===== config.mk =====
export PLATFORM = sky130hd
export DESIGN_NAME = time_base
export DESIGN_NICKNAME = d
export VERILOG_FILES = /design/src/rtl/time_base.sv
export SDC_FILE = /design/constraint.sdc
export NUM_CORES = 1
export LEC_CHECK = 0
export BUFFER_PORTS_ARGS = -buffer_cell sky130_fd_sc_hd__buf_2
export CORE_UTILIZATION = 55
export DETAILED_ROUTE_END_ITERATION = 16
export HOLD_SLACK_MARGIN = 0.08
export PLACE_DENSITY = 0.85
export SETUP_SLACK_MARGIN = 0.15
export SLEW_MARGIN = 10
export SYNTH_ARGS = -nofsm -noshare
export SYNTH_HDL_FRONTEND = slang
export SYNTH_SLANG_ARGS = --single-unit

===== constraint.sdc =====
create_clock -name clk -period 2.57 [get_ports clk]
set_input_delay 0.514 -clock clk [delete_from_list [all_inputs] [get_ports clk]]
set_output_delay 0.514 -clock clk [all_outputs]
set_load 0.005 [all_outputs]

===== src/rtl/time_base.sv =====
`timescale 1ns/1ps

module time_base (
    input  logic        clk,
    input  logic        reset,
    input  logic        run,
    input  logic        time_clear,
    output logic [31:0] current_time
);

    // every channel compares against this one count, so end times line up
    always_ff @(posedge clk) begin
        if (reset)
            current_time <= '0;
        else if (time_clear)
            current_time <= '0; // a clear wins over a running count
        else if (run)
            current_time <= current_time + 32'd1;
    end

endmodule


==> flow_summary_export.csv, run 1 <==
group,metric,value,unit
hold_path,min-delay-path-class,"in2reg",
synth,synth_edf_count,0,
pwr,p_sw_share,22.8,%
die,die_w,55.3,um
critical_path,crit_arrival,2350,ps
die,dieArea,0.00305,sq mm
clocking,ctsHoldBuffers,0,
sta,rsz0062_at_grt,"false",
global_routing,grt_pass1_vias,1449,
critical_path,path_class,"reg2reg",
layout,largest_reg_flops,32,
synth,yosys_warnings,0,
die,die_h,55.3,um
layout,fin_nets,212,
synth,synth_xor_area_share,6.74,%
sta,slew_headroom,62.7,%
sta,skew,11.2,ps
layout,top_register,"current_time",
synth,ys.flop_type,"dfxtp_1",
detailed_routing,num_vias,1480,
synth,async_flop_share,0,%
placement,dp.cells,230,
die,coreArea,0.00257,sq mm
layout,reg_top3,"current_time (32)",
clocking,cts_tree,"built",
detailed_routing,drc,0,
pwr,p_sw,0.187,mW
critical_path,reg2reg_to,"current_time[26]",
layout,multi_input_area,845,sq um
global_routing,antenna_found_initial,0,
layout,antennaDiodeCount,0,
sta,setup_violations,0,
layout,mostFrequentLayoutCells,"buf_2 (35), dfxtp_1 (32), a21oi_1 (17)",
die,start_util,60.8,%
clocking,cts_root_buffer,"clkbuf_4",
run,cap_viol_max_count,0,
layout,fin_util,69.0,%
global_routing,grt_usage,24.9,%
sta,max_freq,481,MHz
critical_path,rr_worst_depth,4,
pwr,ir_drop,0.000424,V
die,num_rows,18,
global_routing,grt_pass1_wl,6090,um
sta,fin_crit_sh,81.0,%
detailed_routing,wl_per_cell,15.3,um
pwr,powerDensity,463,mW/mm^2
synth,synth-simple-area-share,31.7,%
sta,slew_viol_final,0,
synth,syn_nets,178,
clocking,clk_pin_slew,100,ps
die,ios,36,
placement,place_area,0.00171,sq mm
layout,final_design_area_no_fill,0.00177,sq mm
critical_path,regToRegSetupSlack,490,ps
synth,ys_seq_area_share,41.1,%
synth,synthMuxAreaShare,1.28,%
sta,setup-tns-final,0,ps
clocking,clockBufferDepth,2,
critical_path,start_kind,"register",
clocking,htreeDepth,2,
pwr,power_frac_clock,37.0,%
hold_path,min_path_cells,3,
pwr,power.internal,0.633,mW
sta,worst_hold_slack,467,ps
hold_path,hold_end,"current_time[24]",
placement,gp_routability_congestion,0.829,
pwr,seqPwrFrac,60.7,%
synth,post_synth_fa_ha_maj_area_fraction,0.802,%
synth,synth_cell_type_count,32,
synth,syn_inst,173,
pwr,share_comb_of_total_power,2.2,%
clocking,post_cts_resized,0,
pwr,p_leak,0.698,nW
sta,finalHoldViolations,0,
layout,final_layout_size_suffix_gt1_share,24.5,%
layout,mostFrequentLayoutCell,"buf_2",
hold_path,hp-start,"reset",
detailed_routing,drt-total-wl,3640,um
detailed_routing,first_pass_iters,5,
critical_path,required,2840,ps
clocking,cts.sinks,32,
synth,synth_top_family_by_area,"simple AND/OR/NAND/NOR gates",
outcome,outcome,"complete, no violations",
sta,period_needed,2080,ps
critical_path,cp-end-kind,"register",
clocking,cts_buffers,5,
layout,ff_latch_area,641,sq um
layout,syn2layout_area_growth,13.5,%
layout,stdcell_count,238,
synth,synth_compound_area_share,13.6,%
critical_path,crit_fanout,16,
clocking,postCtsSetupRepairBufs,0,
detailed_routing,ant_nets,0,
placement,io_buffer_count,35,
global_routing,grt_max_degree,31,
clocking,worstSkewPairLatency,340,ps
synth,synth_area,0.00156,sq mm
global_routing,grt.overflow.total,0,
critical_path,regToRegStartpoint,"current_time[7]",
synth,syn_avg_cell_area,9.02,sq um
sta,worst_pin_slew,559,ps
detailed_routing,drt_iter0_markers,22,
detailed_routing,via_per_inst,6.22,
layout,fill_cells,243,
synth,ys_ff_latch,32,
placement,place_hpwl,2600,um
[synthesized netlist by cell type (2+ instances only)]
library cell	instances	area share [%]
dfxtp_1	32	41
a21oi_1	17	5.5
nor2_1	14	3.4
nand4_1	10	4.0
o31ai_1	10	4.8
or4_1	10	4.8
nand2_1	9	2.2
nand3_1	9	2.9
xor2_1	9	5.1
o21ai_0	7	2.2
or3_1	7	2.8
and3_1	6	2.4
and4_1	4	2.2
inv_1	3	0.72
xnor2_1	3	1.7
buf_2	2	0.64
buf_4	2	0.96
clkbuf_1	2	0.48
mux2i_1	2	1.3
nand4_4	2	2.7
or3_2	2	0.96
[power groups by stage]
stage	clock, mW	sequential [mW]	combinational [mW]
2_1_floorplan	0	0.509	0.0125
3_5_place_dp	0	0.509	0.0182
3_3_place_gp	0	0.509	0.0173
4_1_cts	0.306	0.498	0.0183
5_1_grt	0.329	0.498	0.0204
6_report	0.303	0.498	0.0184
[cells by family after synthesis]
logic type | after synthesis
compound gates | 36
xor+xnor | 12
fa+ha+maj | 1
buf+inv | 11
flops | 32
mux | 2
simple gates | 79
[worst max-delay path: stages, from the launching register on]
cell and delay, ps:
dfxtp_1 450, and4_1 450, nand3_2 330, or4_1 600
a21oi_1 170
[worst max path at each step]
stage | slack [ps] | to | startpoint | depth (start not counted)
after floorplan | 910 | current_time[20] | current_time[0] | 6
after global placement | 640 | current_time[31] | run | 5
after detailed placement | 550 | current_time[26] | run | 5
after CTS | 550 | current_time[26] | current_time[7] | 4
after global routing | 430 | current_time[31] | current_time[7] | 4
final | 490 | current_time[26] | current_time[7] | 4
[area by class of cell]
cell class	instances	area share, %
clock buffers	6	2.90
clock inverters	2	0.565
inverters	3	0.636
multi-input cells	130	47.7
flip-flops and latches	32	36.2
well taps	30	2.12
repair buffers	35	9.89
[stage by stage]
| stage | worst slack, ps | power (mW) |
|---|---|---|
| after floorplan | 905 | 0.522 |
| after global placement | 638 | 0.526 |
| after detailed placement | 552 | 0.528 |
| after CTS | 551 | 0.822 |
| after global routing | 432 | 0.847 |
| final | 489 | 0.820 |
[per-layer routing]
layer	routed length, um	share of wire, %	vias to the layer above	track usage (%)
met5	0	0	-	0
met4	107	2.9	0	13.6
met3	152	4.2	15	5.62
met2	1850	51	45	43.0
met1	1530	42	699	28.1
li1	-	-	721	-
(Power assumes the default switching activity.)
==> inputs of run 2 (changes only) <==
--- a/config.mk
+++ b/config.mk
@@ -6,10 +6,10 @@
 export NUM_CORES = 1
 export LEC_CHECK = 0
 export BUFFER_PORTS_ARGS = -buffer_cell sky130_fd_sc_hd__buf_2
-export CORE_UTILIZATION = 55
+export CORE_UTILIZATION = 53
 export DETAILED_ROUTE_END_ITERATION = 16
 export HOLD_SLACK_MARGIN = 0.08
-export PLACE_DENSITY = 0.85
+export PLACE_DENSITY = 0.83
 export SETUP_SLACK_MARGIN = 0.15
 export SLEW_MARGIN = 10
 export SYNTH_ARGS = -nofsm -noshare
==> constraint.sdc (replaced) <==
create_clock -name clk -period 2.05 [get_ports clk]
set_input_delay 0.41 -clock clk [delete_from_list [all_inputs] [get_ports clk]]
set_output_delay 0.41 -clock clk [all_outputs]
set_load 0.005 [all_outputs]
==> run 2 against run 1 <==
Largest power group unchanged. Global-route usage down 0.93 points. First-iteration DRC count rose to 3.2 times the previous value. Critical path depth up 1. Highest routed layer unchanged. Critical endpoint is now current_time[17]. Critical path type unchanged.
==> flow_summary_export.csv, run 2 (synthesis gave the netlist of run 1 again) <==
group,metric,value,unit
outcome,outcome,"complete, no violations",
global_routing,antenna_found_initial,0,
die,start_util,56.1,%
layout,fill_cells,256,
critical_path,required,2320,ps
pwr,powerDensity,579,mW/mm^2
clocking,cts.sinks,32,
pwr,total_power,1.04,mW
detailed_routing,drt_iter0_markers,71,
layout,final_design_area_no_fill,0.00180,sq mm
die,ios,36,
global_routing,grt_pass1_vias,1331,
layout,reg_top3,"current_time (32)",
placement,place_hpwl,2530,um
critical_path,cp-end-kind,"register",
global_routing,grt_pass1_wl,5870,um
sta,rsz0062_at_grt,"false",
clocking,cts_tree,"built",
sta,skew,9.96,ps
critical_path,critPathLaunch,"current_time[7]",
layout,antennaDiodeCount,0,
die,num_rows,19,
clocking,worstSkewPairLatency,350,ps
critical_path,regToRegStartpoint,"current_time[7]",
sta,setup-tns-final,0,ps
detailed_routing,drt-total-wl,3650,um
sta,finalHoldViolations,0,
critical_path,start_kind,"register",
placement,place_area,0.00173,sq mm
critical_path,crit_arrival,2070,ps
layout,fin_nets,215,
hold_path,hp-start,"reset",
layout,top_register,"current_time",
layout,mostFrequentLayoutCell,"buf_2",
sta,max_freq,555,MHz
clocking,cts_root_buffer,"clkbuf_4",
pwr,p_leak,0.713,nW
layout,syn2layout_area_growth,15.6,%
detailed_routing,ant_nets,0,
global_routing,grt_usage,23.9,%
critical_path,reg2reg_to,"current_time[17]",
clocking,htreeDepth,2,
clocking,clk_pin_slew,100,ps
global_routing,grt_max_degree,31,
layout,mostFrequentLayoutCells,"buf_2 (35), dfxtp_1 (32), a21oi_1 (17)",
critical_path,regToRegSetupSlack,250,ps
pwr,ir_drop,0.000532,V
detailed_routing,first_pass_iters,4,
hold_path,min-delay-path-class,"in2reg",
sta,slew_headroom,61.9,%
sta,worst_pin_slew,572,ps
clocking,cts_buffers,5,
hold_path,hold_end,"current_time[24]",
sta,period_needed,1800,ps
layout,final_layout_size_suffix_gt1_share,26.1,%
placement,io_buffer_count,35,
run,cap_viol_max_count,0,
sta,fin_crit_sh,87.9,%
global_routing,grt.overflow.total,0,
detailed_routing,via_per_inst,6.21,
sta,setup_violations,0,
critical_path,rr_worst_depth,5,
sta,slew_viol_final,0,
detailed_routing,drc,0,
critical_path,path_class,"reg2reg",
layout,largest_reg_flops,32,
clocking,clockBufferDepth,2,
detailed_routing,wl_per_cell,15.1,um
die,coreArea,0.00278,sq mm
detailed_routing,num_vias,1502,
die,die_w,56.3,um
die,dieArea,0.00316,sq mm
placement,gp_routability_congestion,0.795,
hold_path,min_path_cells,3,
die,die_h,56.3,um
critical_path,crit_fanout,6,
[run 2: cell types whose count changed in the layout (fill, tap and decap cells not counted)]
cell,change
and3_1,-1
and3_2,+1
nand3_4,+1
buf_4,+3
nand3_2,-1
[run 2: repair_timing]
action / in CTS / in global routing
hold buffers: 0 / 0
setup endpoints to repair: 1 / 6
gates resized for setup: 1 / 1
buffers inserted: 0 / 1
pin swaps: 0 / 1
[run 2: worst max-delay path, cell delays in order, from the launching register on]
cell and delay, ps:
dfxtp_1 430, and4_1 340, buf_4 190, nand2_1 70, or4_1 500, a21oi_1 190
[run 2: how the worst max path moves through the flow]
stage	to	slack [ps]	cells after the start
floorplan	current_time[20]	390	6
global placement	current_time[31]	240	5
detailed placement	current_time[31]	120	5
CTS	current_time[31]	230	4
global route	current_time[20]	140	5
finish	current_time[17]	250	5
[run 2: final cells by class]
class                           count  area, sq um  area share [%]
Tap cell                           31         38.8            2.15
Timing Repair Buffer               38          198            11.0
Clock buffer                        6         51.3            2.85
Clock inverter                      2         10.0           0.555
Multi-Input combinational cell    130          853            47.3
Sequential cell                    32          641            35.5
Inverter                            3         11.3           0.625
[run 2: routing by layer]
layer | wire length [um] | track usage, %
met1 | 1570 | 27.3
met2 | 1840 | 40.5
met3 | 191 | 8.29
met4 | 48 | 10.5
met5 | 0 | 0
[run 2: power breakdown]
part	internal, mW	total (mW)	leakage (nW)	switching, mW
clock network	0.163	0.396	0.0380	0.233
logic	0.00762	0.0226	0.417	0.0150
registers	0.623	0.624	0.258	0.00157
total	0.793	1.04	0.713	0.250
[run 2: through the flow]
step / setup slack [ps] / cells / utilization, % / hold WS, ps
2_1_floorplan: 385 / 173 / - / 468
3_3_place_gp: 241 / 233 / 62.0 / 465
3_5_place_dp: 122 / 233 / 62.0 / 496
4_1_cts: 233 / 241 / 64.3 / 347
5_1_grt: 139 / 242 / 64.8 / 369
6_report: 248 / 242 / 64.8 / 349
