--- config.mk ---
export PLATFORM = sky130hd
export DESIGN_NAME = pin_channel
export DESIGN_NICKNAME = d
export VERILOG_FILES = /design/src/rtl/pin_seq_pkg.sv /design/src/rtl/pin_channel.sv
export SDC_FILE = /design/constraint.sdc
export NUM_CORES = 1
export LEC_CHECK = 0
export ABC_CLOCK_PERIOD_IN_PS = 3100
export BUFFER_PORTS_ARGS = -buffer_cell sky130_fd_sc_hd__buf_2
export CORE_MARGIN = 8
export CORE_UTILIZATION = 35
export DETAILED_ROUTE_END_ITERATION = 12
export SLEW_MARGIN = 0
export SYNTH_ARGS = -nofsm -noshare
export SYNTH_HDL_FRONTEND = slang
export SYNTH_SLANG_ARGS = --single-unit
export TNS_END_PERCENT = 10
--- constraint.sdc ---
create_clock -name clk -period 3.1 [get_ports clk]
set_input_delay 0.155 -clock clk [delete_from_list [all_inputs] [get_ports clk]]
set_output_delay 0.155 -clock clk [all_outputs]
set_load 0.02 [all_outputs]
--- src/rtl/pin_seq_pkg.sv ---
package pin_seq_pkg;

    // address bits 11:8 pick a channel or the global block
    localparam logic [3:0] GLOBAL_SEL = 4'd15;

    // channel register words sit in address bits 7:2
    localparam logic [4:0] REG_NCO_STEP    = 5'd0;
    localparam logic [4:0] REG_END_TIME    = 5'd1;
    localparam logic [4:0] REG_CMD         = 5'd2;
    localparam logic [4:0] REG_SAMPLE_RATE = 5'd3;
    localparam logic [4:0] REG_REC_START   = 5'd4;
    localparam logic [4:0] REG_STATUS      = 5'd5; // read only
    localparam int         NUM_REGS        = 6;
    localparam int         REG_SEL_W       = $clog2(NUM_REGS);

    localparam logic [5:0] REG_CTRL       = 6'd0; // bit 0 sets run and bit 1 clears the time
    localparam logic [5:0] REG_TIME       = 6'd1;
    localparam logic [5:0] REG_FIFO_DATA  = 6'd2; // a read pops one word
    localparam logic [5:0] REG_FIFO_COUNT = 6'd3;

    localparam logic [31:0] CMD_CONST  = 32'd2;
    localparam logic [31:0] CMD_SQUARE = 32'd3;
    localparam logic [31:0] CMD_STREAM = 32'd4;
    localparam logic [31:0] CMD_STOP   = 32'd5;

    // one-hot channel states that also form the low bits of REG_STATUS
    localparam logic [3:0] ST_IDLE   = 4'b0001;
    localparam logic [3:0] ST_CONST  = 4'b0010;
    localparam logic [3:0] ST_SQUARE = 4'b0100;
    localparam logic [3:0] ST_STREAM = 4'b1000;
    localparam int STATUS_OVERRUN_BIT = 4;

    localparam int COUNT_W = 16; // width of the fifo fill count

    typedef struct packed {
        logic        valid;
        logic [3:0]  chan;
        logic [4:0]  reg_idx;
        logic [31:0] data;
    } chan_wr_t;

    typedef struct packed {
        logic [15:0] count;
        logic [14:0] chan;
        logic        level;
    } sample_word_t;

endpackage

--- src/rtl/pin_channel.sv ---
`timescale 1ns/1ps

module pin_channel #(
    parameter int NUM_PINS   = 4,
    parameter int CHAN_INDEX = 0
) (
    input  logic                      clk,
    input  logic                      reset,
    input  pin_seq_pkg::chan_wr_t     chan_wr,
    input  logic                      run,
    input  logic [31:0]               current_time,
    input  logic                      pin_in,
    output logic                      pin_out,
    output logic                      pin_oe,
    output pin_seq_pkg::sample_word_t sample,
    output logic                      pend,
    input  logic                      ack,
    output logic [pin_seq_pkg::NUM_REGS-1:0][31:0] status
);
    import pin_seq_pkg::*;

    localparam bit IN_RANGE = CHAN_INDEX < NUM_PINS;

    logic [31:0] nco_step;
    logic [31:0] end_time;
    logic [31:0] cmd;
    logic [31:0] sample_rate;
    logic [31:0] rec_start;
    logic [3:0]  state;
    logic [3:0]  state_nxt;
    logic        wr_hit;
    logic        clear_cmd;
    logic        at_end;
    logic        leave;
    logic [31:0] phase_acc;
    logic [31:0] ivl_cnt;
    logic        recording;
    logic        take_sample;
    logic [15:0] sample_cnt;
    logic        overrun;
    logic [31:0] status_word;

    assign wr_hit = IN_RANGE && chan_wr.valid && chan_wr.chan == 4'(CHAN_INDEX);

    always_ff @(posedge clk) begin
        if (reset) begin
            nco_step    <= '0;
            end_time    <= '0;
            cmd         <= '0;
            sample_rate <= '0;
            rec_start   <= '0;
        end else begin
            if (clear_cmd)
                cmd <= '0;
            if (wr_hit) begin
                case (chan_wr.reg_idx)
                    REG_NCO_STEP:    nco_step    <= chan_wr.data;
                    REG_END_TIME:    end_time    <= chan_wr.data;
                    REG_CMD:         cmd         <= chan_wr.data; // beats a clear in the same cycle
                    REG_SAMPLE_RATE: sample_rate <= chan_wr.data;
                    REG_REC_START:   rec_start   <= chan_wr.data;
                    default: ;
                endcase
            end
        end
    end

    // an end time of zero means the job runs until stopped
    assign at_end = end_time != '0 && current_time == end_time;

    always_comb begin
        state_nxt = state;
        clear_cmd = 1'b0;
        case (state)
            ST_IDLE: begin
                case (cmd)
                    CMD_CONST:  state_nxt = ST_CONST;
                    CMD_SQUARE: state_nxt = ST_SQUARE;
                    CMD_STREAM: state_nxt = ST_STREAM;
                    default:    state_nxt = ST_IDLE;
                endcase
                if (!run)
                    state_nxt = ST_IDLE; // commands wait for the time base
                clear_cmd = state_nxt != ST_IDLE || cmd == CMD_STOP;
            end
            ST_CONST, ST_SQUARE, ST_STREAM: begin
                if (cmd == CMD_STOP || at_end) begin
                    state_nxt = ST_IDLE;
                    clear_cmd = 1'b1;
                end
            end
            default: state_nxt = ST_IDLE;
        endcase
    end

    assign leave = state != ST_IDLE && state_nxt == ST_IDLE;

    always_ff @(posedge clk) begin
        if (reset)
            state <= ST_IDLE;
        else
            state <= state_nxt;
    end

    // output frequency is about f_clk * nco_step / 2^32
    always_ff @(posedge clk) begin
        if (reset)
            phase_acc <= '0;
        else if (state == ST_SQUARE && !leave)
            phase_acc <= phase_acc + nco_step;
        else
            phase_acc <= '0;
    end

    assign pin_oe  = state == ST_CONST || state == ST_SQUARE;
    assign pin_out = state == ST_CONST || (state == ST_SQUARE && phase_acc[31]);

    // the first sample falls on rec_start, then one every sample_rate+1 cycles
    assign take_sample = state == ST_STREAM && !leave &&
                         (recording ? ivl_cnt == '0 : current_time == rec_start);

    always_ff @(posedge clk) begin
        if (reset || state != ST_STREAM || leave) begin
            recording  <= 1'b0;
            ivl_cnt    <= '0;
            sample_cnt <= '0;
        end else if (take_sample) begin
            recording  <= 1'b1;
            ivl_cnt    <= sample_rate;
            sample_cnt <= sample_cnt + 16'd1;
        end else if (recording) begin
            ivl_cnt <= ivl_cnt - 32'd1;
        end
    end

    always_ff @(posedge clk) begin
        if (reset) begin
            pend    <= 1'b0;
            overrun <= 1'b0;
        end else if (take_sample) begin
            pend <= 1'b1;
            if (pend && !ack)
                overrun <= 1'b1; // the older record is replaced before the collector took it
        end else if (ack) begin
            pend <= 1'b0;
        end
    end

    always_ff @(posedge clk) begin
        if (take_sample) begin
            sample.count <= sample_cnt + 16'd1;
            sample.chan  <= 15'(CHAN_INDEX);
            sample.level <= pin_in;
        end
    end

    always_comb begin
        status_word = {28'b0, state};
        status_word[STATUS_OVERRUN_BIT] = overrun;
    end

    // word order follows the REG_* indices, lowest word first
    assign status = {status_word, rec_start, sample_rate, cmd, end_time, nco_step};

    assert property (@(posedge clk) disable iff (reset) $onehot(state));
    assert property (@(posedge clk) disable iff (reset) !pin_oe |-> !pin_out);

endmodule

==> impl_metrics.csv <==
group,metric,value,unit
clock_tree,cts_root_buffer,"clkbuf_16",
clock_tree,cts.clk_slew.worst_paths,0.06,ns
synthesis,synthFlopType,"dfxtp_1",
global_routing,grtUsageMet3,0.04870,
floorplanning,start_util,0.3533,
sta,grt_setup_unrepaired,"no",
final_layout,final_util,0.4482,
sta,setup-tns-final,0,ns
pwr,seq_power_share,0.440,
pwr,vdd_drop_max,0.3895,mV
clock_tree,clock_latency,0.52,ns
synthesis,yosys.area_share.simple,0.2134,
pwr,combPwrFrac,0.043,
worst_setup_path,crit_path_end_kind,"flop",
synthesis,synth_xor_area_frac,0.1032,
placement,place.gp.congestion,0.9311,
pwr,p_per_area,491.9,mW/mm2
clock_tree,cts_buffer_depth,3,
final_layout,drive_gt1_frac,0.2292,
sta,worstMarginPinSlew,0.6738,ns
drt,drc,0,
clock_tree,clock-sinks,264,
pwr,leakage,6.479,nW
status,status,"finished clean",
floorplanning,dieHeight,204.8,um
worst_setup_path,critPathMaxFanout,12,
drt,via_count,11490,
drt,wl,45.02,mm
global_routing,antenna_found_initial,4,
synthesis,synth_top_family_by_area,"simple AND/OR/NAND/NOR gates",
floorplanning,coreArea,0.03531,mm2
global_routing,met2_usage,0.3483,
sta,period_minus_slack,3.002,ns
synthesis,synth-edff-count,17,
global_routing,busiest_layer,"met2",
clock_tree,cts-htree-levels,2,
pwr,total_power,0.007785,W
drt,drtIter0Drc,658,
final_layout,final_cells,2266,
pwr,p_int,0.006013,W
floorplanning,num_rows,69,
synthesis,syn_inst,1474,
drt,vias_per_cell,5.070,
drt,drt.antenna.violating_nets,0,
final_layout,final_nets,1890,
sta,finalSetupViolCount,0,
sta,final_max_slew_viol_count,0,
synthesis,synth_mux_area_frac,0.0008024,
pwr,clkPwrFrac,0.517,
worst_setup_path,critPathKind,"flop to flop",
synthesis,synth_seq_cells,264,
global_routing,gr-total-overflow,0,
hold_path,hp-class,"input port to flop",
placement,post-place-cells,2171,
worst_setup_path,cp_data_required_time,3.50,ns
sta,period_share,0.9683,
drt,wl_per_cell,19.87,um
global_routing,grt_pass1_wl,67.07,mm
sta,fmax,333.2,MHz
pwr,netSwitchingFraction,0.2277,
synthesis,yosysWarnings,0,
final_layout,syn_to_final_growth,26.88,%
synthesis,ys_types,63,
synthesis,syn_area,0.01247,mm2
sta,finalClockSkew,0.03426,ns
floorplanning,io_pins,306,
global_routing,first_global_vias,11210,
floorplanning,die_w,204.8,um
sta,slew_headroom,0.5508,
synthesis,synthAdderAreaFrac,0.03470,
global_routing,grt_usage,0.2049,
synthesis,ys_seq_area_frac,0.4373,
clock_tree,post_cts_buffers,0,
synthesis,avgSynthCellArea,8.463,um2
pwr,p_sw,0.001772,W
clock_tree,cts_made_buffers,34,
final_layout,final_cell_mix,"296 x nand2_1, 262 x buf_2, 247 x dfxtp_1, 161 x a21oi_1, 140 x nor2_1",
placement,port_buffers,263,
clock_tree,cts_tree,"built",
global_routing,grt_start_max_net_pins,116,
sta,hold_viol,0,
global_routing,met1_usage,0.2506,
placement,dpl.hpwl,34.44,mm
job,maxCapViolCount,0,
final_layout,mostFrequentLayoutCell,"nand2_1",
floorplanning,die-area,0.04194,mm2
synthesis,async_flop_share,0,
worst_setup_path,critPathArrivalTime,3.40,ns
synthesis,synth_compound_area_frac,0.1535,
worst_setup_path,start_kind,"flop",
drt,firstDrtPassIters,5,
## cells in the mapped netlist, types with 6 or more instances
library cell / instances / share of area
o21ai_0: 9 / 0.0036
nor4_1: 31 / 0.016
edfxtp_1: 17 / 0.041
or3_1: 6 / 0.0030
nand3_1: 16 / 0.0064
a211oi_2: 28 / 0.028
and3_1: 13 / 0.0065
a21oi_1: 161 / 0.065
a21o_1: 12 / 0.0072
clkbuf_1: 63 / 0.019
nand4_1: 19 / 0.0095
nand2_1: 296 / 0.089
o21bai_1: 6 / 0.0036
nor2_1: 142 / 0.043
ha_1: 33 / 0.033
dfxtp_1: 247 / 0.40
xor2_1: 53 / 0.037
buf_4: 43 / 0.026
xnor2_1: 94 / 0.066
o21a_1: 7 / 0.0042
inv_1: 20 / 0.0060
a22oi_1: 33 / 0.020
nor3_1: 36 / 0.014
a211oi_1: 10 / 0.0060
nor2b_1: 15 / 0.0075
## worst max-delay path, stage by stage (launching register included)
cell and delay (ns):
dfxtp_1 0.38, nor4_1 0.56, nand4_1 0.14, or2_2 0.32, a32o_1 0.28, nor2_1 0.28
nand4_4 0.28, buf_4 0.26, nor3_2 0.19, xnor2_1 0.14, nor2_1 0.06
## timing repair
| item | CTS | global route |
|---|---|---|
| endpoints found under the setup margin | 0 | 2 |
| hold endpoints to repair | 108 | 0 |
| resized for setup | 0 | 2 |
| hold buffers | 31 | 0 |
## cell families after synthesis
logic type                 after synthesis
muxes                                    1
and+or+nand+nor                        603
other                                    1
adders and majority gates               34
buffers and inverters                  136
AOI/OAI and AO/OA                      288
xor gates and xnor gates               147
DFF                                    264
## power groups by stage
| stage | logic [W] | clock network, W | registers [W] |
|---|---|---|---|
| after floorplan | 0.000162 | 0 | 0.00350 |
| after global placement | 0.000297 | 0 | 0.00350 |
| after detailed placement | 0.000296 | 0 | 0.00350 |
| after CTS | 0.000327 | 0.00410 | 0.00343 |
| after global routing | 0.000345 | 0.00424 | 0.00342 |
| final | 0.000332 | 0.00403 | 0.00343 |
## worst paths after layout
path / from / to / slack (ns) / depth (start not counted)
min reg2reg: sample_rate[30]$_SDFFE_PP0P_ / sample_rate[30]$_SDFFE_PP0P_ / 0.47 / 2
min: chan_wr[1] / nco_step[1]$_SDFFE_PP0P_ / 0.01 / 3
max reg2reg: end_time[23]$_SDFFE_PP0P_ / sample_cnt[13]$_SDFFE_PP0P_ / 0.1 / 10
max: end_time[23]$_SDFFE_PP0P_ / sample_cnt[13]$_SDFFE_PP0P_ / 0.1 / 10
## through the flow
step | setup slack [ns] | area [um2] | hold WS [ns]
2_1_floorplan | 0.1395 | 12630 | 0.2539
3_3_place_gp | 0.08270 | 14360 | 0.3397
3_5_place_dp | 0.08895 | 14360 | 0.3402
4_1_cts | 0.07646 | 15820 | 0.007144
5_1_grt | 0.006932 | 15820 | 0.008202
6_report | 0.09838 | 15830 | 0.01206
## layer usage
layer  routed length (um)  part of all wire  vias up
met5                   12           0.00027        -
met4                 1634             0.036        2
met3                 3506             0.078       85
met2                21470              0.48      362
met1                18400              0.41     5476
li1                     -                 -     5564
## flip-flops by register name, summed over array words and instances (netlist names)
register	cells
cmd	32
end_time	32
ivl_cnt	32
nco_step	32
phase_acc	32
rec_start	32
sample_rate	32
sample	17
sample_cnt	16
state	4
overrun	1
pend	1
recording	1
## cell type report
class                           count  area (um2)
Sequential cell                   264        5455
Clock buffer                       44       939.7
Multi-Input combinational cell   1115        6492
Clock inverter                     17       203.9
Antenna cell                        3       7.507
Fill cell                        3573       19480
Inverter                           20       75.07
Tap cell                          461       576.8
Timing Repair Buffer              342        2077
No activity file was read; power rests on OpenSTA's default activity.
