$ cat src/rtl/pin_seq_pkg.sv
package pin_seq_pkg;

    // address bits 11:8 pick a channel or the global block
    localparam logic [3:0] GLOBAL_SEL = 4'd15;

    // channel register words sit in address bits 7:2
    localparam logic [4:0] REG_NCO_STEP    = 5'd0;
    localparam logic [4:0] REG_END_TIME    = 5'd1;
    localparam logic [4:0] REG_CMD         = 5'd2;
    localparam logic [4:0] REG_SAMPLE_RATE = 5'd3;
    localparam logic [4:0] REG_REC_START   = 5'd4;
    localparam logic [4:0] REG_STATUS      = 5'd5; // read only
    localparam int         NUM_REGS        = 6;
    localparam int         REG_SEL_W       = $clog2(NUM_REGS);

    localparam logic [5:0] REG_CTRL       = 6'd0; // bit 0 sets run and bit 1 clears the time
    localparam logic [5:0] REG_TIME       = 6'd1;
    localparam logic [5:0] REG_FIFO_DATA  = 6'd2; // a read pops one word
    localparam logic [5:0] REG_FIFO_COUNT = 6'd3;

    localparam logic [31:0] CMD_CONST  = 32'd2;
    localparam logic [31:0] CMD_SQUARE = 32'd3;
    localparam logic [31:0] CMD_STREAM = 32'd4;
    localparam logic [31:0] CMD_STOP   = 32'd5;

    // one-hot channel states that also form the low bits of REG_STATUS
    localparam logic [3:0] ST_IDLE   = 4'b0001;
    localparam logic [3:0] ST_CONST  = 4'b0010;
    localparam logic [3:0] ST_SQUARE = 4'b0100;
    localparam logic [3:0] ST_STREAM = 4'b1000;
    localparam int STATUS_OVERRUN_BIT = 4;

    localparam int COUNT_W = 16; // width of the fifo fill count

    typedef struct packed {
        logic        valid;
        logic [3:0]  chan;
        logic [4:0]  reg_idx;
        logic [31:0] data;
    } chan_wr_t;

    typedef struct packed {
        logic [15:0] count;
        logic [14:0] chan;
        logic        level;
    } sample_word_t;

endpackage

$ cat src/rtl/sample_fifo.sv
`timescale 1ns/1ps

module sample_fifo #(
    parameter int FIFO_DEPTH = 16
) (
    input  logic                            clk,
    input  logic                            reset,
    input  logic                            push,
    input  pin_seq_pkg::sample_word_t       push_data,
    input  logic                            pop,
    output pin_seq_pkg::sample_word_t       rdata,
    output logic [pin_seq_pkg::COUNT_W-1:0] count,
    output logic                            full,
    output logic                            empty
);
    import pin_seq_pkg::*;

    localparam int AW = $clog2(FIFO_DEPTH);

    sample_word_t mem [FIFO_DEPTH];
    logic [AW-1:0] wr_ptr;
    logic [AW-1:0] rd_ptr;
    logic [AW:0]   fill;
    logic          do_push;
    logic          do_pop;

    assign do_push = push && !full;
    assign do_pop  = pop && !empty;

    assign rdata = mem[rd_ptr]; // head word is visible before the pop
    assign full  = fill == (AW+1)'(FIFO_DEPTH);
    assign empty = fill == '0;
    assign count = COUNT_W'(fill);

    always_ff @(posedge clk) begin
        if (reset) begin
            wr_ptr <= '0;
            rd_ptr <= '0;
            fill   <= '0;
        end else begin
            if (do_push)
                wr_ptr <= wr_ptr + 1'b1; // depth is a power of two so pointers wrap
            if (do_pop)
                rd_ptr <= rd_ptr + 1'b1;
            case ({do_push, do_pop})
                2'b10:   fill <= fill + 1'b1;
                2'b01:   fill <= fill - 1'b1;
                default: fill <= fill;
            endcase
        end
    end

    always_ff @(posedge clk) begin
        if (do_push)
            mem[wr_ptr] <= push_data;
    end

    // the collector and the register port are expected to check the flags
    assert property (@(posedge clk) disable iff (reset) push |-> !full);
    assert property (@(posedge clk) disable iff (reset) pop |-> !empty);

endmodule

$ cat config.mk
export PLATFORM = sky130hd
export DESIGN_NAME = sample_fifo
export DESIGN_NICKNAME = d
export VERILOG_FILES = /design/src/rtl/pin_seq_pkg.sv /design/src/rtl/sample_fifo.sv
export SDC_FILE = /design/constraint.sdc
export NUM_CORES = 1
export LEC_CHECK = 0
export BUFFER_PORTS_ARGS = -buffer_cell sky130_fd_sc_hd__buf_4
export CORE_ASPECT_RATIO = 0.75
export CORE_MARGIN = 4
export CORE_UTILIZATION = 40
export CTS_CLUSTER_SIZE = 30
export DETAILED_ROUTE_END_ITERATION = 12
export PLACE_DENSITY = 0.54
export SETUP_SLACK_MARGIN = 0.2
export SYNTH_ARGS = -nofsm -noshare
export SYNTH_HDL_FRONTEND = slang
export SYNTH_SLANG_ARGS = --single-unit
$ cat constraint.sdc
create_clock -name clk -period 10.7 [get_ports clk]
set_input_delay 0.535 -clock clk [delete_from_list [all_inputs] [get_ports clk]]
set_output_delay 0.535 -clock clk [all_outputs]
set_load 0.005 [all_outputs]
==> qor.yml, run 1 <==
logic_synthesis:
  synth_compound_area_share_pct: 3.15
  postSynth.asyncResetShare_pct: 0
  synth-xor-area-share_pct: 0.347
  synth_fa_ha_area_share_pct: 0.495
  synth-simple-area-share_pct: 2.06
  synth_top_family_by_area: "multiplexers"
  synth.distinct_cells: 43
  syn_inst: 921
  yosysWarnings: 0
  synth-seq-area-share_pct: 77.8
  synth.cell_area_sq_mm: 0.0202
  synth_edf_count: 512
  syn_avg_cell_area_sq_um: 21.9
  synth-seq-cells: 529
  ys.flop_type: "edfxtp_1"
  yosys-mux-area-fraction_pct: 14.5
detailed_routing:
  ant_nets: 0
  via_count: 9327
  drc: 0
  drt_iter0_drc: 787
  wl_um: 44300
  vias_per_cell: 5.43
  wl_per_cell_um: 25.8
  drt_first_pass_iters: 5
clock_network:
  clk_pin_slew_ns: 0.06
  cts_buffer_depth: 3
  ctsHoldBuffers: 0
  cts_tree: "yes"
  numCtsBuffers: 51
  cts.repair.resized: 0
  clkLatencyLatePin_ns: 0.59
  ctsHtreeMaxLevel: 2
  cts.sinks: 529
  cts_root_buffer: "clkbuf_16"
  postCtsSetupBuffers: 0
placed_design:
  dp.cells: 1624
  gp_congestion: 0.712
  portBuffers: 74
  dpl.hpwl_um: 22700
  dpl_cell_area_sq_mm: 0.0216
critical_path:
  reg2reg_to: "fill[4]"
  end_kind: "primary output"
  rr_startpoint: "fill[1]"
  arrival_ns: 3.73
  cp.required_ns: 10.17
  r2r_setup_slack_ns: 7.60
  start_kind: "flip-flop"
  cp_common_cell: "buf_4"
  critPathKind: "flip-flop to primary output"
  ff2ff_path_depth: 10
  path_cells: "buf_4 -> buf_4 -> mux4_2 -> a22oi_1 -> nand2_1 -> buf_4"
  cp_max_fo: 30
  crit_path_top_delay_cell: "dfxtp_4"
  critical-path-max-stage-delay_ns: 0.71
timing:
  period_needed_ns: 4.27
  relSlewSlack_pct: 24.6
  rsz0062_at_grt: "false"
  tns_ns: 0
  maxSlewViolCount: 0
  skew_ns: 0.0212
  finalCritPeriodShare_pct: 39.9
  setup_violations: 0
  worst_slew_pin_slew_ns: 1.13
  fmax_mhz: 234
  hold_viol: 0
floorplanning:
  initial_utilization_pct: 40.4
  rows: 71
  die_w_um: 268
  io_pins: 86
  die_height_um: 203
  die_area_sq_mm: 0.0542
  core-area_sq_mm: 0.0500
global_route:
  grt.overflow.total: 0
  grt_pass1_wl_um: 65700
  track_usage_pct: 16.5
  antenna_found_initial: 1
  grt_max_degree: 75
  grt_pass1_vias: 9762
finish:
  insertedDiodeCount: 0
  fin_cells: 1717
  drive_gt1_share_pct: 31.4
  nets: 1064
  fill_cells: 4143
  fin_area_sq_mm: 0.0234
  syn_to_final_growth_pct: 16.0
min_path:
  hold_path_depth: 1
  whs_endpoint: "mem[8][5]"
  hp-class: "input pin to flip-flop"
  min_from: "push_data[5]"
pwr:
  power.density_mw_per_mm2: 216
  vdd_ir_drop_max_uv: 141
  p_total_uw: 5060
  power.static_leakage_uw: 0.00743
run:
  drv_cap: 0
run_status:
  status: "finished, final reports clean"
-- cell usage after synthesis (all sizes together), types with 2 or more instances --
cell / count / area share (%)
a22oi: 64 / 2.4
or4: 2 / 0.093
nor2b: 2 / 0.062
ha: 8 / 0.50
clkbuf: 31 / 0.58
nor2: 34 / 0.63
o211ai: 4 / 0.27
nand2: 38 / 0.71
edfxtp: 512 / 76
and3: 2 / 0.062
nor3: 6 / 0.15
o21ai: 2 / 0.11
a21oi: 2 / 0.050
o21a: 3 / 0.15
buf: 32 / 0.98
xor2: 7 / 0.30
nand2b: 3 / 0.093
mux4: 128 / 14
mux2i: 3 / 0.15
inv: 7 / 0.13
dfxtp: 17 / 1.7
-- routing by layer --
metal	routed length (um)	GRT usage (%)	vias up	part of all wire (%)
met5	13	0	-	0.029
met4	768	3.98	2	1.7
met3	2310	2.92	62	5.2
met2	21100	25.9	217	48
met1	20000	24.2	5019	45
li1	-	-	4027	-
-- critical path: cells and delay by family (launching register included) --
family	cells	cell delay (ns)
AOI/OAI and AO/OA	1	0.26
buffers and inverters	3	1.36
DFF	1	0.71
muxes	1	0.57
and+or+nand+nor	1	0.20
-- state kept, by name, indices dropped and copies added, names as in the netlist, named ones only --
name    flops
wr_ptr      4
rd_ptr      4
fill        5
mem       512
-- power breakdown --
group          switching (uW)  internal (uW)
logic                     345            373
clock network             767           1170
registers                64.3           2340
-- stage by stage --
stage               utilization, %  hold WS (ns)  setup WS [ns]
detailed placement            43.3         0.516           6.91
floorplan                        -         0.472           7.03
global route                  46.9         0.229           6.07
CTS                           46.9         0.202           6.27
global placement              43.3         0.498           6.92
finish                        46.9         0.242           6.43
-- layout by cell type, fill, tap and decap left out, types with 2 or more instances in the layout --
| master | n |
|---|---|
| edfxtp_1 | 512 |
| mux4_2 | 128 |
| buf_4 | 99 |
| a22oi_1 | 64 |
| clkbuf_16 | 53 |
| nand2_1 | 38 |
| nor2_1 | 21 |
| dfxtp_1 | 15 |
| nor2_4 | 13 |
| conb_1 | 11 |
| bufinv_16 | 11 |
| clkbuf_1 | 11 |
| ha_1 | 8 |
| clkinv_1 | 8 |
| inv_1 | 7 |
| xor2_1 | 7 |
| clkinv_2 | 6 |
| nor3_2 | 4 |
| nand2b_1 | 3 |
| mux2i_1 | 3 |
| nor2b_4 | 2 |
| o211ai_2 | 2 |
| a21oi_1 | 2 |
| nor3_1 | 2 |
| o21a_1 | 2 |
| and3_1 | 2 |
| dfxtp_4 | 2 |
-- worst max path at each step --
| stage | cells after the start | endpoint | from | slack, ns |
|---|---|---|---|---|
| after global routing | 6 | rdata[28] | flip-flop | 6.07 |
| final | 6 | rdata[28] | flip-flop | 6.43 |
| after detailed placement | 6 | rdata[28] | flip-flop | 6.91 |
| after floorplan | 6 | mem[0][0] | fill[2] | 7.03 |
| after CTS | 6 | rdata[28] | flip-flop | 6.27 |
| after global placement | 6 | rdata[28] | flip-flop | 6.92 |
-- cell type report --
type	count	area, sq um	area share [%]
clock inverter	29	435	1.86
timing repair buffer	99	743	3.17
tap	657	822	3.51
clock buffer	64	1370	5.83
inverter	7	26.3	0.112
sequential	529	15700	67.1
multi-input combinational	332	4320	18.4
-- cell families (layout without fill, tap and decap cells) --
family | after synthesis | after routing
flip-flops | 529 | 529
buffers and inverters | 70 | 199
AND/OR/NAND/NOR | 93 | 93
AO/OA/AOI/OAI | 80 | 80
multiplexers | 132 | 132
XOR/XNOR | 8 | 8
other | 1 | 11
adder cells (fa/ha/maj) | 8 | 8
Note: power is estimated with default switching activity, not from simulation.
==> inputs of run 2 (changes only) <==
Settings changed: PLACE_DENSITY 0.54 to 0.56.
Clock period 10.7 ns to 3.9 ns, I/O delays scaled along.
==> qor.yml, run 2 (synthesized netlist as in run 1, its figures left out) <==
clock_network:
  postCtsSetupBuffers: 0  # unchanged
  clk_pin_slew_ns: 0.06  # about the same
  cts_tree: "yes"
  cts_buffer_depth: 3  # unchanged
  numCtsBuffers: 50  # -2.0%
  ctsHtreeMaxLevel: 2  # unchanged
  clkLatencyLatePin_ns: 0.58  # about the same
  cts.sinks: 529  # unchanged
  cts_root_buffer: "clkbuf_16"
placed_design:
  dpl.hpwl_um: 24100  # +6.3%
  portBuffers: 74  # unchanged
  dp.cells: 1632  # +0.49%
  gp_congestion: 0.673  # -5.5%
finish:
  largest_reg_flops: 512  # unchanged
  mostFrequentLayoutCells: "edfxtp_1 (512), mux4_2 (128), buf_4 (101), a22oi_1 (64), clkbuf_16 (50)"
  top_register: "mem"
  syn_to_final_growth_pct: 17.3
  fill_cells: 4129  # -0.34%
  reg_top3: "mem (512), fill (5)"
  drive_gt1_share_pct: 30.4  # -0.99 points
  nets: 1105  # +3.9%
  fin_cells: 1759  # +2.4%
  layout_commonest_cell: "edfxtp_1"
critical_path:
  rr_startpoint: "fill[0]"
  end_kind: "primary output"
  cp.required_ns: 3.70  # -6.47 ns
  critPathKind: "flip-flop to primary output"
  ff2ff_path_depth: 10  # unchanged
  worstSetupEndpoint: "rdata[10]"
  r2r_setup_slack_ns: 0.83  # -6.77 ns
  reg2reg_to: "fill[4]"
  start_kind: "flip-flop"
  cp_max_fo: 25  # -17%
  arrival_ns: 2.89  # -0.84 ns
global_route:
  grt_max_degree: 48  # -36%
  grt.overflow.total: 0  # unchanged
  track_usage_pct: 16.1  # -0.35 points
  grt_pass1_wl_um: 65200  # -0.67%
  antenna_found_initial: 1  # unchanged
  grt_pass1_vias: 9809  # +0.48%
timing:
  tns_ns: 0  # unchanged
  period_needed_ns: 3.08
  worst_slew_pin_slew_ns: 1.10  # -0.0315 ns
  setup_violations: 0  # unchanged
  rsz0062_at_grt: "false"
  skew_ns: 0.0259  # +0.00461 ns
  maxSlewViolCount: 0  # unchanged
  finalCritPeriodShare_pct: 79.1
  hold_viol: 0  # unchanged
  relSlewSlack_pct: 26.6  # +1.9 points
  fmax_mhz: 324
run_status:
  status: "finished, final reports clean"
detailed_routing:
  wl_per_cell_um: 24.8  # -3.7%
  via_count: 9434  # +1.1%
  vias_per_cell: 5.36  # -1.3%
  ant_nets: 0  # unchanged
  drc: 0  # unchanged
  drt_iter0_drc: 851  # +8.1%
  drt_first_pass_iters: 5  # unchanged
  wl_um: 43700  # -1.3%
pwr:
  vdd_ir_drop_max_uv: 349  # +150%
  power.static_leakage_uw: 0.00752  # +1.2%
  swShare_pct: 24.4  # +1.2 points
  p_seq_share_pct: 49.1  # +1.6 points
  power_frac_clock_pct: 35.5  # -2.8 points
  power.density_mw_per_mm2: 566  # +160%
  comb_power_share_pct: 15.4  # +1.2 points
  switching_power_uw: 3270  # +180%
  internal-power_uw: 10100  # +160%
floorplanning:
  core-area_sq_mm: 0.0500  # unchanged
  die_w_um: 268  # unchanged
  die_area_sq_mm: 0.0542  # unchanged
  initial_utilization_pct: 40.4  # unchanged
  io_pins: 86  # unchanged
  die_height_um: 203  # unchanged
  rows: 71  # unchanged
min_path:
  hp-class: "input pin to flip-flop"
run:
  drv_cap: 0  # unchanged
run 2: through the flow:
stage / hold slack [ns] / util [%] / instance area (sq um) / worst slack, ns / power [uW]
finish: 0.0356 / 47.4 / 23700 / 0.816 / 13400
global route: 0.0319 / 47.4 / 23700 / 0.618 / 14000
CTS: 0.00726 / 47.4 / 23700 / 0.739 / 13600
detailed placement: 0.500 / 43.5 / 21800 / 0.861 / 8800
global placement: 0.497 / 43.5 / 21800 / 0.880 / 8790
floorplan: 0.294 / - / 20200 / 0.227 / 8030
run 2: power groups by stage:
stage	logic [uW]	registers, uW	clock network, uW
final	2070	6590	4760
after global routing	2250	6610	5140
after CTS	2120	6600	4880
after detailed placement	2080	6720	0
after global placement	2080	6710	0
after floorplan	1440	6600	0
run 2: critical path, cell delays in order, from the launching register on:
cell and delay, ns:
dfxtp_4 0.71, buf_4 0.41, mux4_2 0.55, a22oi_1 0.37
nand2_1 0.10, buf_4 0.15
run 2: worst min path at each step:
stage | from | cells past startpoint | slack, ns | to
final | push | 4 | 0.04 | wr_ptr[3]
after global routing | push | 4 | 0.03 | wr_ptr[3]
after CTS | push | 4 | 0.007 | wr_ptr[3]
after detailed placement | push_data[29] | 1 | 0.50 | mem[15][29]
after global placement | rd_ptr[3] | 2 | 0.50 | rd_ptr[3]
after floorplan | push_data[0] | 0 | 0.29 | mem[0][0]
run 2: final cells by class:
type / count / area (sq um) / share of cell area (%)
Sequential cell: 529 / 15700 / 66.3
Multi-Input combinational cell: 332 / 4320 / 18.2
Clock buffer: 60 / 1290 / 5.44
Timing Repair Buffer: 141 / 1220 / 5.14
Tap cell: 657 / 822 / 3.47
Clock inverter: 32 / 305 / 1.29
Inverter: 7 / 26.3 / 0.111
Antenna cell: 1 / 2.50 / 0.0106
run 2: repair_timing:
item	in CTS	in global routing
endpoints found under the hold margin	527	0
endpoints found under the setup margin	0	0
hold buffers	34	0
resized for setup	0	0
run 2: metal layers:
metal	part of all wire, %	track usage [%]
met1	48	24.9
met2	46	24.8
met3	4.6	2.69
met4	1.3	2.68
met5	0	0
